===== src/logic/depar_pkg.sv =====
package depar_pkg;

	localparam int seg_data_w = 128;
	localparam int seg_user_w = 32;
	localparam int seg_keep_w = seg_data_w / 8;

	localparam int num_segs = 4;
	localparam int half_segs = num_segs / 2;
	localparam int seg_idx_w = $clog2(half_segs);

	localparam int half_data_w = half_segs * seg_data_w;
	localparam int half_user_w = half_segs * seg_user_w;
	localparam int half_keep_w = half_segs * seg_keep_w;

	// one queue entry is data, user, keep and tlast packed together
	localparam int seg_bus_w = seg_data_w + seg_user_w + seg_keep_w + 1;
	localparam int half_bus_w = half_data_w + half_user_w + half_keep_w + half_segs;

	localparam int vlan_lsb = 116;
	localparam int vlan_w = 12;

	localparam int pkt_fifo_depth = 16;
	localparam int half_fifo_depth = 4;
	localparam int rem_fifo_depth = 16;

	typedef enum logic [2:0] {
		wait_first_seg,
		wait_second_seg,
		wait_third_seg,
		wait_fourth_seg,
		flush_seg
	} wait_state_t;

	typedef enum logic [1:0] {
		emit_idle,
		emit_fst,
		emit_snd,
		emit_rem
	} emit_state_t;

endpackage

===== src/logic/depar_wait_segs.sv =====
`timescale 1ns/1ps

module depar_wait_segs import depar_pkg::*; (
	input  logic                   clk,
	input  logic                   aresetn,

	input  logic [seg_data_w-1:0]  pkt_fifo_tdata,
	input  logic [seg_user_w-1:0]  pkt_fifo_tuser,
	input  logic [seg_keep_w-1:0]  pkt_fifo_tkeep,
	input  logic                   pkt_fifo_tlast,
	input  logic                   pkt_fifo_empty,
	output logic                   pkt_fifo_rd_en,

	output logic [vlan_w-1:0]      vlan,
	output logic                   vlan_valid,

	output logic [half_data_w-1:0] fst_half_tdata,
	output logic [half_user_w-1:0] fst_half_tuser,
	output logic [half_keep_w-1:0] fst_half_tkeep,
	output logic [half_segs-1:0]   fst_half_tlast,
	output logic                   fst_half_valid,
	input  logic                   fst_half_fifo_ready,

	output logic [half_data_w-1:0] snd_half_tdata,
	output logic [half_user_w-1:0] snd_half_tuser,
	output logic [half_keep_w-1:0] snd_half_tkeep,
	output logic [half_segs-1:0]   snd_half_tlast,
	output logic                   snd_half_valid,
	input  logic                   snd_half_fifo_ready,

	output logic [seg_data_w-1:0]  output_fifo_tdata,
	output logic [seg_user_w-1:0]  output_fifo_tuser,
	output logic [seg_keep_w-1:0]  output_fifo_tkeep,
	output logic                   output_fifo_tlast,
	output logic                   output_fifo_valid,
	input  logic                   output_fifo_ready
);

	wait_state_t state;
	wait_state_t state_next;
	logic fst_push;
	logic snd_push;
	logic fst_ok;
	logic snd_ok;
	logic store_fst;
	logic store_snd;
	logic [seg_idx_w-1:0] store_idx;

	// the half write lands one cycle late, so a push still in flight
	// counts as one more entry in that queue
	assign fst_ok = fst_half_fifo_ready && !fst_half_valid;
	assign snd_ok = snd_half_fifo_ready && !snd_half_valid;

	assign store_fst = (state == wait_first_seg) || (state == wait_second_seg);
	assign store_snd = (state == wait_third_seg) || (state == wait_fourth_seg);
	assign store_idx = ((state == wait_second_seg) || (state == wait_fourth_seg)) ? 1'b1 : 1'b0;

	// remainder segments go through untouched
	assign output_fifo_tdata = pkt_fifo_tdata;
	assign output_fifo_tuser = pkt_fifo_tuser;
	assign output_fifo_tkeep = pkt_fifo_tkeep;
	assign output_fifo_tlast = pkt_fifo_tlast;

	always_comb begin
		state_next = state;
		pkt_fifo_rd_en = 1'b0;
		fst_push = 1'b0;
		snd_push = 1'b0;
		output_fifo_valid = 1'b0;
		case (state)
			wait_first_seg, wait_second_seg: begin
				if (!pkt_fifo_empty) begin
					if (pkt_fifo_tlast) begin
						// short packet, both halves go out so the emitter stays aligned
						if (fst_ok && snd_ok) begin
							pkt_fifo_rd_en = 1'b1;
							fst_push = 1'b1;
							snd_push = 1'b1;
							state_next = wait_first_seg;
						end
					end else if (state == wait_first_seg) begin
						pkt_fifo_rd_en = 1'b1;
						state_next = wait_second_seg;
					end else if (fst_ok) begin
						pkt_fifo_rd_en = 1'b1;
						fst_push = 1'b1;
						state_next = wait_third_seg;
					end
				end
			end
			wait_third_seg: begin
				if (!pkt_fifo_empty) begin
					if (!pkt_fifo_tlast) begin
						pkt_fifo_rd_en = 1'b1;
						state_next = wait_fourth_seg;
					end else if (snd_ok) begin
						pkt_fifo_rd_en = 1'b1;
						snd_push = 1'b1;
						state_next = wait_first_seg;
					end
				end
			end
			wait_fourth_seg: begin
				if (!pkt_fifo_empty && snd_ok) begin
					pkt_fifo_rd_en = 1'b1;
					snd_push = 1'b1;
					state_next = pkt_fifo_tlast ? wait_first_seg : flush_seg;
				end
			end
			flush_seg: begin
				if (!pkt_fifo_empty && output_fifo_ready) begin
					pkt_fifo_rd_en = 1'b1;
					output_fifo_valid = 1'b1;
					if (pkt_fifo_tlast) begin
						state_next = wait_first_seg;
					end
				end
			end
			default: state_next = wait_first_seg;
		endcase
	end

	always_ff @(posedge clk) begin
		if (pkt_fifo_rd_en && store_fst) begin
			fst_half_tdata[store_idx*seg_data_w +: seg_data_w] <= pkt_fifo_tdata;
			fst_half_tuser[store_idx*seg_user_w +: seg_user_w] <= pkt_fifo_tuser;
			fst_half_tkeep[store_idx*seg_keep_w +: seg_keep_w] <= pkt_fifo_tkeep;
			fst_half_tlast[store_idx] <= pkt_fifo_tlast;
		end
		if (pkt_fifo_rd_en && store_snd) begin
			snd_half_tdata[store_idx*seg_data_w +: seg_data_w] <= pkt_fifo_tdata;
			snd_half_tuser[store_idx*seg_user_w +: seg_user_w] <= pkt_fifo_tuser;
			snd_half_tkeep[store_idx*seg_keep_w +: seg_keep_w] <= pkt_fifo_tkeep;
			snd_half_tlast[store_idx] <= pkt_fifo_tlast;
		end
		if (state == wait_first_seg && !pkt_fifo_empty) begin
			vlan <= pkt_fifo_tdata[vlan_lsb +: vlan_w];
		end
	end

	always_ff @(posedge clk) begin
		if (!aresetn) begin
			state <= wait_first_seg;
			fst_half_valid <= 1'b0;
			snd_half_valid <= 1'b0;
			vlan_valid <= 1'b0;
		end else begin
			state <= state_next;
			fst_half_valid <= fst_push;
			snd_half_valid <= snd_push;
			vlan_valid <= (state == wait_first_seg) && !pkt_fifo_empty;
		end
	end

endmodule


===== config.mk =====
export PLATFORM = sky130hd
export DESIGN_NAME = depar_wait_segs
export DESIGN_NICKNAME = d
export VERILOG_FILES = /design/src/logic/depar_pkg.sv /design/src/logic/depar_wait_segs.sv
export SDC_FILE = /design/constraint.sdc
export NUM_CORES = 1
export LEC_CHECK = 0
export BUFFER_PORTS_ARGS = -buffer_cell sky130_fd_sc_hd__clkbuf_2
export CORE_AREA = 2 2 422 424
export DETAILED_ROUTE_END_ITERATION = 7
export DIE_AREA = 0 0 424 426
export PLACE_DENSITY = 0.32
export REMOVE_ABC_BUFFERS = 1
export SLEW_MARGIN = 5
export SYNTH_ARGS = -nofsm -noshare
export SYNTH_HDL_FRONTEND = slang
export SYNTH_SLANG_ARGS = --single-unit

===== constraint.sdc =====
create_clock -name clk -period 24 [get_ports clk]
set_input_delay 3.6 -clock clk [delete_from_list [all_inputs] [get_ports clk]]
set_output_delay 3.6 -clock clk [all_outputs]
set_load 0.02 [all_outputs]

After elaboration in Yosys (flattened, before gate mapping)
Cells that the tools add are included.
{"block": "totals", "regBits": 726, "wordCells": 100, "out_inout_bits": 902, "inputBits": 183}
{"block": "op_classes", "n_bitwise": 2, "n_eq_ne": 12, "mux": 43, "shift": 6, "add_sub_neg": 3, "magnitude_cmp": 2, "reduce_logical": 19}
{"op": "bitwise mux 256 bit", "count": 2}
{"op": "variable shift 128 x 34 -> 256 bit, first input constant", "count": 1}
{"op": "variable part select 128 x 34 -> 256 bit", "count": 1}
{"op": "bitwise mux 64 bit", "count": 2}
{"op": "bitwise mux 32 bit", "count": 2}
{"op": "variable shift 32 x 34 -> 64 bit, first input constant", "count": 1}
{"op": "variable part select 32 x 34 -> 64 bit", "count": 1}
{"op": "two-way mux 3 bit", "count": 12}
{"op": "negator 5 -> 34 bit", "count": 1}
{"op": "negator 6 -> 34 bit", "count": 1}
{"op": "negator 8 -> 34 bit", "count": 1}
{"op": "variable shift 16 x 34 -> 32 bit, first input constant", "count": 1}
{"op": "variable part select 16 x 34 -> 32 bit", "count": 1}
{"op": "two-way mux 1 bit", "count": 19}
{"op": "case mux 3 bit (4 select lines)", "count": 1}
{"op": "logical AND 1 bit", "count": 9}
{"op": "inequality test 2 bit, second input constant", "count": 4}
{"op": "AND reduction 8 bit", "count": 1}
{"op": "== test 3 x 2 -> 1 bit, second input constant", "count": 2}
{"op": "inequality test 3 bit, second input constant", "count": 2}
{"op": "bitwise mux 2 bit", "count": 2}
{"op": "inequality test 4 bit, second input constant", "count": 1}
{"op": "case mux 1 bit (4 select lines)", "count": 1}
{"op": "== test 3 x 1 -> 1 bit, second input constant", "count": 1}
{"op": "other kinds (12)", "count": 17}

Depth between registers and ports, before layout
Gate-level depths: netlist of the first run.
{"block": "depth", "depth_word": 8, "depth_mapped": 6, "depth_no_buf": 5}

Worst setup path after synthesis of the first run
Ideal clock, no wire load.
{"block": "synth_path", "kind": "input to register", "start": "input snd_half_fifo_ready", "end": "register fst_half_tdata[0] (enable)", "t_arrival_ns": 17.472, "slack_ns": 5.720, "n_path_buf": 0, "path_stages": 5, "setup_time_ns": 0.808, "cell_sequence": "nor2b_1 -> nand4_1 -> inv_1 -> a211oi_1 -> nor4_2"}
{"block": "synth_between", "elab_chain_len": 7, "word_cells_on_any_way": 12, "cone_classes": "mux: 8; reduce/logical: 4"}
{"element": "start: declaration", "line": "depar_wait_segs.sv:29", "source": "input logic snd_half_fifo_ready,"}
{"element": "logical AND 1 bit (*)", "line": "depar_wait_segs.sv:52", "source": "assign snd_ok = snd_half_fifo_ready && !snd_half_valid;"}
{"element": "logical AND 1 bit", "line": "depar_wait_segs.sv:75", "source": "if (fst_ok && snd_ok) begin"}
{"element": "two-way mux 1 bit", "line": "depar_wait_segs.sv:75"}
{"element": "two-way mux 1 bit", "line": "depar_wait_segs.sv:73", "source": "if (pkt_fifo_tlast) begin"}
{"element": "two-way mux 1 bit", "line": "depar_wait_segs.sv:72", "source": "if (!pkt_fifo_empty) begin"}
{"element": "case mux 1 bit (4 select lines) (*)", "line": "depar_wait_segs.sv:70", "source": "case (state)"}
{"element": "logical AND 1 bit (*)", "line": "depar_wait_segs.sv:124", "source": "if (pkt_fifo_rd_en && store_fst) begin"}
{"element": "end signal: indexed assignment", "line": "depar_wait_segs.sv:125", "source": "fst_half_tdata[store_idx*seg_data_w +: seg_data_w] <= pkt_fifo_tdata;"}
{"element": "end: declaration", "line": "depar_wait_segs.sv:17", "source": "output logic [half_data_w-1:0] fst_half_tdata,"}
Every way passes the cells marked *; elsewhere a longest branch is shown, timed or not.
A chain may end at the register's enable or synchronous reset.

Worst setup path after layout of the first run
{"block": "layout_path", "start": "input pkt_fifo_empty", "end": "output pkt_fifo_rd_en"}
{"block": "layout_between", "elab_chain_len": 4, "word_cells_on_any_way": 8, "cone_classes": "mux: 5; reduce/logical: 3"}
{"element": "start: declaration", "line": "depar_wait_segs.sv:11", "source": "input logic pkt_fifo_empty,"}
{"element": "zero test 1 bit", "line": "depar_wait_segs.sv:104, depar_wait_segs.sv:111"}
{"element": "logical AND 1 bit (on tied branches)", "line": "depar_wait_segs.sv:111, depar_wait_segs.sv:104"}
{"element": "two-way mux 1 bit (on tied branches)", "line": "depar_wait_segs.sv:111, depar_wait_segs.sv:104"}
{"element": "case mux 1 bit (4 select lines) (*)", "line": "depar_wait_segs.sv:70"}
{"element": "end: declaration", "line": "depar_wait_segs.sv:12", "source": "output logic pkt_fifo_rd_en,"}
Marked as above.

==> results of run 1 <==
-- final cells by class --
type                    instances  area (sq um)  share of cell area [%]
diodes                          2          5.00                  0.0140
flip-flops and latches        726         21700                    60.9
repair buffers               1105          5580                    15.6
inverters                       4          22.5                  0.0631
well taps                    2340          2930                    8.20
multi-input cells             400          2570                    7.20
clock inverters                58           472                    1.32
clock buffers                 110          2370                    6.64
-- cell families (layout without fill, tap and decap cells) --
family | after synthesis | count (layout) | synth area share [%]
flip-flops | 726 | 726 | 84.3
AND/OR/NAND/NOR | 383 | 383 | 9.27
buffers and inverters | 225 | 1277 | 5.90
AO/OA/AOI/OAI | 13 | 13 | 0.383
multiplexers | 3 | 3 | 0.116
adder cells (fa/ha/maj) | 1 | 1 | 0.0388
other | 0 | 2 | 0
-- power groups by stage --
| stage | combinational [W] | clock [W] | sequential [W] |
|---|---|---|---|
| finish | 0.000252 | 0.00132 | 0.00146 |
| global placement | 0.000264 | 0 | 0.00149 |
| CTS | 0.000263 | 0.00138 | 0.00146 |
| detailed placement | 0.000262 | 0 | 0.00148 |
| global route | 0.000270 | 0.00142 | 0.00146 |
| floorplan | 0.0000519 | 0 | 0.00154 |
-- worst max-delay path, stage by stage --
cell	delay, ns
clkbuf_2	0.12
clkinv_1	0.16
nand4_1	0.27
inv_8	0.16
a211oi_1	0.72
inv_1	0.10
clkbuf_2	0.19
-- synth_stat cells, drive strengths merged --
cell type and number:
clkinv 1, maj3 1, dfxtp 6, o31ai 1
and2 354, nor2b 3, nand2 5, a311oi 1
nor4 4, nor2 3, mux2i 3, nor3 3
a21oi 3, clkbuf 39, and3 1, or3b 2
nand3 1, inv 3, nand2b 4, a311o 1
or3 1, and4 1, nand4 1, edfxtp 720
a32o 1, o22ai 1, a211oi 2, o21a 2
o21ai 1, buf 182
-- metal layers --
layer / vias up / track usage [%]
li1: 6751 / -
met2: 542 / 20.0
met1: 7830 / 13.9
met4: 0 / 2.38
met5: - / 0
met3: 114 / 3.55
-- stage by stage --
step | total power [W] | cells | worst slack, ns | utilization (%) | area [sq um]
after CTS | 0.00310 | 4743 | 15.02 | 20.3 | 35700
after global routing | 0.00315 | 4743 | 14.90 | 20.3 | 35700
after detailed placement | 0.00175 | 4575 | 15.04 | 18.7 | 32800
after floorplan | 0.00159 | 1130 | 4.88 | - | 24300
final | 0.00303 | 4745 | 15.08 | 20.3 | 35700
after global placement | 0.00175 | 4575 | 14.97 | 18.7 | 32800
-- state kept, by name, summed over array words and instances (netlist names), 2 cells and up --
register        cells
vlan               12
fst_half_tuser     64
fst_half_tkeep     32
fst_half_tlast      2
snd_half_tuser     64
snd_half_tkeep     32
snd_half_tlast      2
fst_half_tdata    256
state               3
snd_half_tdata    256
-- worst paths after layout --
| check | from | end | slack [ns] | cells after the start |
|---|---|---|---|---|
| setup reg to reg | state[0]$_SDFFE_PN0P_ | fst_half_tdata[100]$_DFFE_PP_ | 18.87 | 8 |
| hold / removal | fst_half_valid$_SDFF_PP0_ | snd_half_valid$_SDFF_PN0_ | 0.63 | 3 |
| setup / recovery | pkt_fifo_empty | pkt_fifo_rd_en | 15.08 | 7 |
| hold reg to reg | fst_half_valid$_SDFF_PP0_ | snd_half_valid$_SDFF_PN0_ | 0.63 | 3 |
==> flow_summary_export.csv, run 1 <==
group,metric,value,unit
yosys,yosysUniqueCellTypes,36,
floorplanning,io_pins,1085,
timing,post-route-period-util,37.2,%
yosys,yosysTopAreaCell,"edfxtp_1",
status,status,"completed",
yosys,synth-seq-cells,726,
timing,maxSlewViolCount,0,
floorplanning,rows,154,
routing,detail-route-antenna-nets,0,
placed_design,portBuffers,1084,
worst_hold_path,hold_path.class,"reg -> reg",
clock_network,clockBufferDepth,3,
routing,avgRoutedWirePerCell,23.0,um
floorplanning,die_y,426,um
yosys,syn_area_per_cell,19.1,sq um
routing,route.met2.wl,56.1,mm
critical_path,end_kind,"output pin",
finish,layout_commonest_cell,"clkbuf_2",
timing,fin_setup_tns,0,ns
global_route,grt_antenna_before_repair,13,
power_and_ir_drop,pwr-share-clk,43.7,%
clock_network,cts_tree,"built",
global_route,grt_pass1_vias,15080,
finish,num-fill-cells,19042,
power_and_ir_drop,p_leak,13.7,nW
floorplanning,coreArea,0.176,sq mm
yosys,syn-cell-area,0.0258,sq mm
clock_network,htreeDepth,3,
routing,highest_layer,"met4",
routing,via_count,15237,
critical_path,worstPathArrival,5.32,ns
clock_network,numCtsBuffers,92,
clock_network,cts.clk_slew.worst_paths,0.06,ns
clock_network,cts-resized-gates,0,
critical_path,critical_path_class,"in -> out",
finish,nNetsFinal,2512,
yosys,ys_top_cells_by_area,"edfxtp_1, and2_1, buf_4",
finish,most-common-layout-cells,"clkbuf_2, edfxtp_1, and2_1",
floorplanning,start_util,14.7,%
yosys,yosysSeqAreaShare,84.3,%
timing,setup_viol_count_final,0,
global_route,grt_start_max_net_pins,67,
clock_network,cts_setup_buffers,0,
routing,routed_wl,109,mm
critical_path,critPathLaunchType,"primary input",
yosys,synth_top_area_share,83.8,%
routing,drc,0,
finish,final_layout_size_suffix_gt1_share,51.9,%
clock_network,cts_root_buf,"clkbuf_16",
floorplanning,dieWidth,424,um
routing,wl_met1,44.3,mm
critical_path,required,20.40,ns
floorplanning,die-area,0.181,sq mm
timing,fin_skew,0.0359,ns
placed_design,dp_hpwl,80.3,mm
placed_design,place.gp.congestion,0.784,
clock_network,clkSinkCount,726,
critical_path,crit_fanout,43,
power_and_ir_drop,p_sw_share,25.5,%
clock_network,clk_latency,0.71,ns
timing,rsz0062_at_grt,"no",
power_and_ir_drop,p_int,0.00226,W
yosys,yosysWarningCount,0,
power_and_ir_drop,seq_power_share,48.1,%
power_and_ir_drop,p_sw,0.000773,W
power_and_ir_drop,ir_drop,50.7,uV
routing,wl_met3,6.82,mm
global_route,grt_pass1_wl,141,mm
power_and_ir_drop,power_density,85.0,mW/mm^2
clock_network,hold_buffers,0,
timing,slew_headroom,36.6,%
power_and_ir_drop,comb_power_share,8.3,%
timing,fin_crit,8.92,ns
global_route,gr-usage-all-layers,11.5,%
global_route,grt_overflow,0,
finish,syn2layout_area_growth,38.4,%
flow_run,cap_viol_max_count,0,
timing,max_freq,0.112,GHz
routing,drt_iter0_drc,768,
timing,fin_hold_ws,0.631,ns
routing,routed_via_density,3.21,
timing,hold_violations,0,
routing,dr.pass1.iters,4,
yosys,netlist_instances,1351,
timing,worst_slew_pin_slew,0.951,ns
No activity file was read; power rests on OpenSTA's default activity.
==> run 2, diff against run 1 <==
==> constraint.sdc (replaced) <==
create_clock -name clk -period 8.25 [get_ports clk]
set_input_delay 1.2375 -clock clk [delete_from_list [all_inputs] [get_ports clk]]
set_output_delay 1.2375 -clock clk [all_outputs]
set_load 0.02 [all_outputs]
==> run 2 against run 1 <==
Sequential share of layout area decreased by 0.17 points. Critical path depth unchanged. Register-to-register slack got worse by 15 ns. Worst hold slack improved by 0.0070 ns. Die area unchanged. Clock-buffer cell count increased by 1. Global-route usage decreased by 0.097 points. Routed wire length decreased by 1.1%. Sequential power increased to 2.9 times the previous value. Largest cell class unchanged. Utilization increased by 0.056 points.
==> flow_summary_export.csv, run 2 (same netlist as run 1, synthesis figures left out) <==
group,metric,value,unit
global_route,grt_pass1_vias,15119,
routing,routed_via_density,3.18,
flow_run,cap_viol_max_count,0,
floorplanning,coreArea,0.176,sq mm
critical_path,end_kind,"output pin",
critical_path,critical_path_class,"in -> out",
timing,fin_crit,4.32,ns
clock_network,cts-resized-gates,0,
global_route,use_met2,20.0,%
critical_path,worstPathArrival,3.09,ns
clock_network,numCtsBuffers,90,
global_route,grt_overflow,0,
timing,fin_setup_tns,0,ns
worst_hold_path,hold_path.class,"reg -> reg",
critical_path,crit_cells,7,
timing,fin_hold_ws,0.638,ns
clock_network,clkSinkCount,726,
finish,most-common-layout-cells,"clkbuf_2, edfxtp_1, and2_1",
finish,design_area,0.0358,sq mm
critical_path,critPathLaunchType,"primary input",
clock_network,cts.clk_slew.worst_paths,0.06,ns
routing,routed_wl,108,mm
power_and_ir_drop,power,0.00892,W
global_route,grt_antenna_before_repair,10,
global_route,grt_use_met3,3.66,%
clock_network,htreeDepth,3,
timing,post-route-period-util,52.4,%
power_and_ir_drop,power_density,249,mW/mm^2
floorplanning,dieWidth,424,um
timing,hold_violations,0,
critical_path,ff2ff_path_depth,7,
placed_design,place.gp.congestion,0.790,
routing,detail-route-antenna-nets,0,
critical_path,cpMostUsedCell,"clkbuf_2",
critical_path,timing.rr.end,"fst_half_tdata[237]$_DFFE_PP_",
placed_design,portBuffers,1084,
critical_path,required,7.01,ns
finish,final_layout_size_suffix_gt1_share,51.8,%
worst_hold_path,min_from,"fst_half_valid$_SDFF_PP0_",
finish,nNetsFinal,2506,
routing,drc,0,
power_and_ir_drop,ir_drop,137,uV
global_route,met1_usage,13.7,%
placed_design,placed_cells,4571,
floorplanning,start_util,14.7,%
clock_network,cts_setup_buffers,0,
routing,dr.pass1.iters,6,
timing,fin_skew,0.0189,ns
critical_path,rrSetupSlack,4.20,ns
finish,stdcell_count,4741,
status,status,"completed",
critical_path,worst-path-buf-inv,5,
floorplanning,die_y,426,um
clock_network,clk_latency,0.69,ns
critical_path,r2r_start,"state[0]$_SDFFE_PN0P_",
clock_network,cts_root_buf,"clkbuf_16",
power_and_ir_drop,p_leak,13.7,nW
floorplanning,io_pins,1085,
floorplanning,die-area,0.181,sq mm
finish,syn2layout_area_growth,38.8,%
critical_path,crit_end,"pkt_fifo_rd_en",
clock_network,cts_tree,"built",
critical_path,cp_slowest_cell,"a211oi_1",
critical_path,crit_chain,"clkbuf_2, clkinv_1, nand4_1, inv_8, a211oi_1, inv_1, clkbuf_2",
finish,reg_top3,"fst_half_tdata x256, snd_half_tdata x256",
floorplanning,rows,154,
finish,layout_commonest_cell,"clkbuf_2",
clock_network,hold_buffers,0,
global_route,grt_pass1_wl,140,mm
critical_path,critPathTopFamily,"compound AO/OA/AOI/OAI gates",
placed_design,dpl_cell_area,0.0329,sq mm
routing,drt_iter0_drc,815,
critical_path,crit_fanout,61,
timing,rsz0062_at_grt,"no",
clock_network,clockBufferDepth,3,
worst_hold_path,hold_depth,3,
routing,avgRoutedWirePerCell,22.7,um
critical_path,cp_slowest_stage_delay,0.81,ns
timing,worst_slew_pin_slew,0.971,ns
global_route,gr-usage-all-layers,11.4,%
timing,max_freq,0.231,GHz
timing,slew_headroom,35.3,%
timing,setup_viol_count_final,0,
placed_design,dp_hpwl,79.7,mm
critical_path,worstSetupStartpoint,"pkt_fifo_empty",
timing,maxSlewViolCount,0,
global_route,grt_start_max_net_pins,129,
routing,via_count,15096,
global_route,top_usage_layer,"met2",
-- run 2: cell count changes in the layout (fill, tap and decap cells not counted), moves of 2 or more --
cell       before  now
buf_4          21   12
clkinv_2       20   13
buf_12          0    5
diode_2         2    7
bufinv_16       4    8
clkbuf_8        0    3
clkinv_4        3    1
-- run 2: power breakdown --
part	switching, W	internal (W)	total, W	leakage [nW]
clock network	0.00164	0.00231	0.00394	1.41
registers	0.0000365	0.00421	0.00424	6.60
logic	0.000539	0.000190	0.000729	5.67
-- run 2: how the worst min path moves through the flow --
stage / endpoint / slack [ns]
2_1_floorplan: state[0]$_SDFFE_PN0P_ / 0.57
3_5_place_dp: snd_half_valid$_SDFF_PN0_ / 0.63
5_1_grt: snd_half_valid$_SDFF_PN0_ / 0.70
3_3_place_gp: snd_half_valid$_SDFF_PN0_ / 0.64
4_1_cts: snd_half_valid$_SDFF_PN0_ / 0.65
6_report: snd_half_valid$_SDFF_PN0_ / 0.64
-- run 2: layer usage --
| layer | wire [um] | up-vias |
|---|---|---|
| met2 | 55600 | 547 |
| met3 | 7350 | 104 |
| met1 | 43100 | 7705 |
| li1 | - | 6740 |
| met5 | 0 | - |
| met4 | 1730 | 0 |
-- run 2: worst reg2reg max path: cells and delay by family, from the launching register on --
family | cells | cell delay (ns)
buf+inv | 3 | 1.83
simple gates | 3 | 0.79
flops | 1 | 0.69
compound gates | 1 | 0.27
-- run 2: metrics by stage --
stage | utilization (%) | setup WS, ns
finish | 20.4 | 3.93
global route | 20.4 | 3.68
CTS | 20.4 | 3.83
detailed placement | 18.7 | 3.32
global placement | 18.7 | 3.32
floorplan | - | -10.87
-- run 2: final cells by class --
class	instances	area (sq um)
Antenna cell	7	17.5
Clock buffer	111	2380
Clock inverter	52	513
Fill cell	18975	140000
Inverter	4	22.5
Multi-Input combinational cell	400	2570
Sequential cell	726	21700
Tap cell	2340	2930
Timing Repair Buffer	1101	5620
==> run 3, diff against run 2 <==
--- a/config.mk
+++ b/config.mk
@@ -5,11 +5,12 @@
 export SDC_FILE = /design/constraint.sdc
 export NUM_CORES = 1
 export LEC_CHECK = 0
+export ABC_AREA = 1
 export BUFFER_PORTS_ARGS = -buffer_cell sky130_fd_sc_hd__clkbuf_2
 export CORE_AREA = 2 2 422 424
 export DETAILED_ROUTE_END_ITERATION = 7
 export DIE_AREA = 0 0 424 426
-export PLACE_DENSITY = 0.32
+export PLACE_DENSITY = 0.34
 export REMOVE_ABC_BUFFERS = 1
 export SLEW_MARGIN = 5
 export SYNTH_ARGS = -nofsm -noshare
==> constraint.sdc (replaced) <==
create_clock -name clk -period 3.7 [get_ports clk]
set_input_delay 0.555 -clock clk [delete_from_list [all_inputs] [get_ports clk]]
set_output_delay 0.555 -clock clk [all_outputs]
set_load 0.02 [all_outputs]
==> run 3 against run 2 <==
Synthesized area increased by 0.57%. Cell count is 4.6% higher. Critical endpoint unchanged. Clock power increased by 130%. Die area is the same.
==> flow_summary_export.csv, run 3 <==
group,metric,value,unit
finish,design_area,0.0361,sq mm
timing,fin_hold_ws,0.105,ns
power_and_ir_drop,power_density,712,mW/mm^2
critical_path,cp_slowest_cell,"dfxtp_1",
routing,drt_iter0_drc,986,
power_and_ir_drop,p_int,0.0171,W
yosys,syn-cell-area,0.0259,sq mm
yosys,async_flop_share,0,%
critical_path,critPathTopFamily,"simple AND/OR/NAND/NOR gates",
finish,final_util,20.6,%
placed_design,placed_cells,4792,
timing,max_freq,0.333,GHz
floorplanning,die-area,0.181,sq mm
finish,most-common-layout-cells,"clkbuf_2, edfxtp_1, nor2_1",
worst_hold_path,min_from,"pkt_fifo_tdata[127]",
critical_path,crit_fanout,16,
power_and_ir_drop,p_sw,0.00863,W
yosys,yosysSeqAreaShare,83.8,%
routing,routed_wl,118,mm
global_route,grt_pass1_wl,152,mm
yosys,synth_top_area_share,83.3,%
power_and_ir_drop,pwr-share-clk,34.8,%
critical_path,worst-path-buf-inv,1,
global_route,grt_overflow,0,
critical_path,worstPathArrival,2.45,ns
placed_design,dpl_cell_area,0.0332,sq mm
clock_network,cts.clk_slew.worst_paths,0.06,ns
finish,stdcell_count,4958,
critical_path,crit_chain,"nand2_1, nor2_2, and2_4, nor2_1, nand3b_1, clkbuf_2",
yosys,yosysUniqueCellTypes,23,
routing,avgRoutedWirePerCell,23.9,um
timing,post-route-period-util,81.1,%
floorplanning,dieWidth,424,um
yosys,synthFlopType,"edfxtp_1",
critical_path,end_kind,"output pin",
global_route,grt_start_max_net_pins,98,
global_route,grt_antenna_before_repair,15,
finish,final_layout_size_suffix_gt1_share,51.9,%
floorplanning,start_util,14.8,%
floorplanning,coreArea,0.176,sq mm
critical_path,critPathLaunchType,"flop",
power_and_ir_drop,p_leak,14.7,nW
clock_network,hold_buffers,4,
yosys,synth.top_cells.by_count,"edfxtp_1, nor2_1, inv_1",
status,status,"completed",
finish,reg_top3,"fst_half_tdata x256, snd_half_tdata x256",
finish,syn2layout_area_growth,39.3,%
clock_network,cts_setup_buffers,0,
yosys,synth_edf_count,720,
clock_network,clockBufferDepth,3,
finish,layout_commonest_cell,"clkbuf_2",
yosys,yosysWarningCount,0,
yosys,ys_top_cells_by_area,"edfxtp_1, buf_4, nor2_1",
floorplanning,io_pins,1085,
placed_design,portBuffers,1084,
clock_network,clk_latency,0.72,ns
clock_network,clkSinkCount,726,
yosys,synth-seq-cells,726,
timing,hold_violations,0,
timing,rsz0062_at_grt,"no",
timing,fin_setup_tns,0,ns
critical_path,r2r_start,"state[2]$_SDFFE_PN0P_",
clock_network,cts_root_buf,"clkbuf_16",
critical_path,required,3.14,ns
routing,dr.pass1.iters,4,
placed_design,dp_hpwl,92.0,mm
flow_run,cap_viol_max_count,0,
timing,slew_headroom,31.9,%
power_and_ir_drop,p_sw_share,33.5,%
timing,fin_skew,0.0307,ns
global_route,gr-usage-all-layers,12.5,%
power_and_ir_drop,comb_power_share,21.7,%
clock_network,htreeDepth,3,
floorplanning,die_y,426,um
placed_design,place.gp.congestion,0.816,
timing,maxSlewViolCount,0,
yosys,syn_area_per_cell,16.7,sq um
critical_path,critical_path_class,"reg -> out",
yosys,synth_most_common_cell,"edfxtp_1",
routing,drc,0,
critical_path,worstSetupStartpoint,"state[0]$_SDFFE_PN0P_",
finish,nNetsFinal,2729,
critical_path,cp_slowest_stage_delay,0.59,ns
yosys,netlist_instances,1552,
power_and_ir_drop,ir_drop,344,uV
power_and_ir_drop,seq_power_share,43.5,%
yosys,yosysTopAreaCell,"edfxtp_1",
timing,setup_viol_count_final,0,
timing,fin_crit,3.00,ns
timing,worst_slew_pin_slew,1.02,ns
finish,num-fill-cells,19133,
clock_network,numCtsBuffers,88,
floorplanning,rows,154,
routing,routed_via_density,3.28,
clock_network,cts_tree,"built",
clock_network,cts-resized-gates,0,
worst_hold_path,hold_path.class,"in -> reg",
routing,via_count,16257,
global_route,grt_pass1_vias,16369,
routing,detail-route-antenna-nets,0,
-- run 3: power groups by stage --
stage / sequential (W) / combinational (W) / clock (W)
3_5_place_dp: 0.0114 / 0.00578 / 0
4_1_cts: 0.0112 / 0.00581 / 0.00929
2_1_floorplan: 0.0126 / 0.00164 / 0
3_3_place_gp: 0.0114 / 0.00576 / 0
6_report: 0.0112 / 0.00558 / 0.00895
5_1_grt: 0.0113 / 0.00602 / 0.00957
-- run 3: kinds of logic (layout without fill, tap and decap cells) --
group                  after synthesis  after routing  share of synthesized area [%]
other                                0              1                              0
buffers and inverters              405           1470                           8.89
AO/OA/AOI/OAI                        4              4                          0.101
AND/OR/NAND/NOR                    417            417                           7.20
flip-flops                         726            726                           83.8
-- run 3: area by class of cell --
type | instances | area (sq um) | area share, %
Sequential cell | 726 | 21700 | 60.1
Timing Repair Buffer | 1120 | 5880 | 16.3
Tap cell | 2340 | 2930 | 8.10
Inverter | 189 | 717 | 1.98
Multi-Input combinational cell | 421 | 1930 | 5.34
Clock inverter | 61 | 699 | 1.94
Antenna cell | 1 | 2.50 | 0.00692
Clock buffer | 100 | 2250 | 6.22
-- run 3: path summary, 6_finish.rpt --
check | endpoint | slack [ns] | cells after the start
max | pkt_fifo_rd_en | 0.70 | 6
min | vlan[11]$_DFFE_PP_ | 0.11 | 1
max reg2reg | fst_half_tdata[111]$_DFFE_PP_ | 1.17 | 7
min reg2reg | state[1]$_SDFFE_PN0P_ | 0.57 | 2
-- run 3: metrics by stage --
step,total power [W],setup WS [ns]
2_1_floorplan,0.0143,-15.70
3_5_place_dp,0.0172,0.856
6_report,0.0257,0.700
3_3_place_gp,0.0172,0.830
5_1_grt,0.0269,0.448
4_1_cts,0.0263,0.558
-- run 3: routing by layer --
metal	part of all wire (%)	wire length (um)	track usage, %	vias to the layer above
li1	-	-	-	7170
met1	40	47300	15.0	8310
met2	50	59600	21.4	633
met5	0.034	40	0	-
met3	7.4	8700	4.13	138
met4	2.2	2620	3.26	6
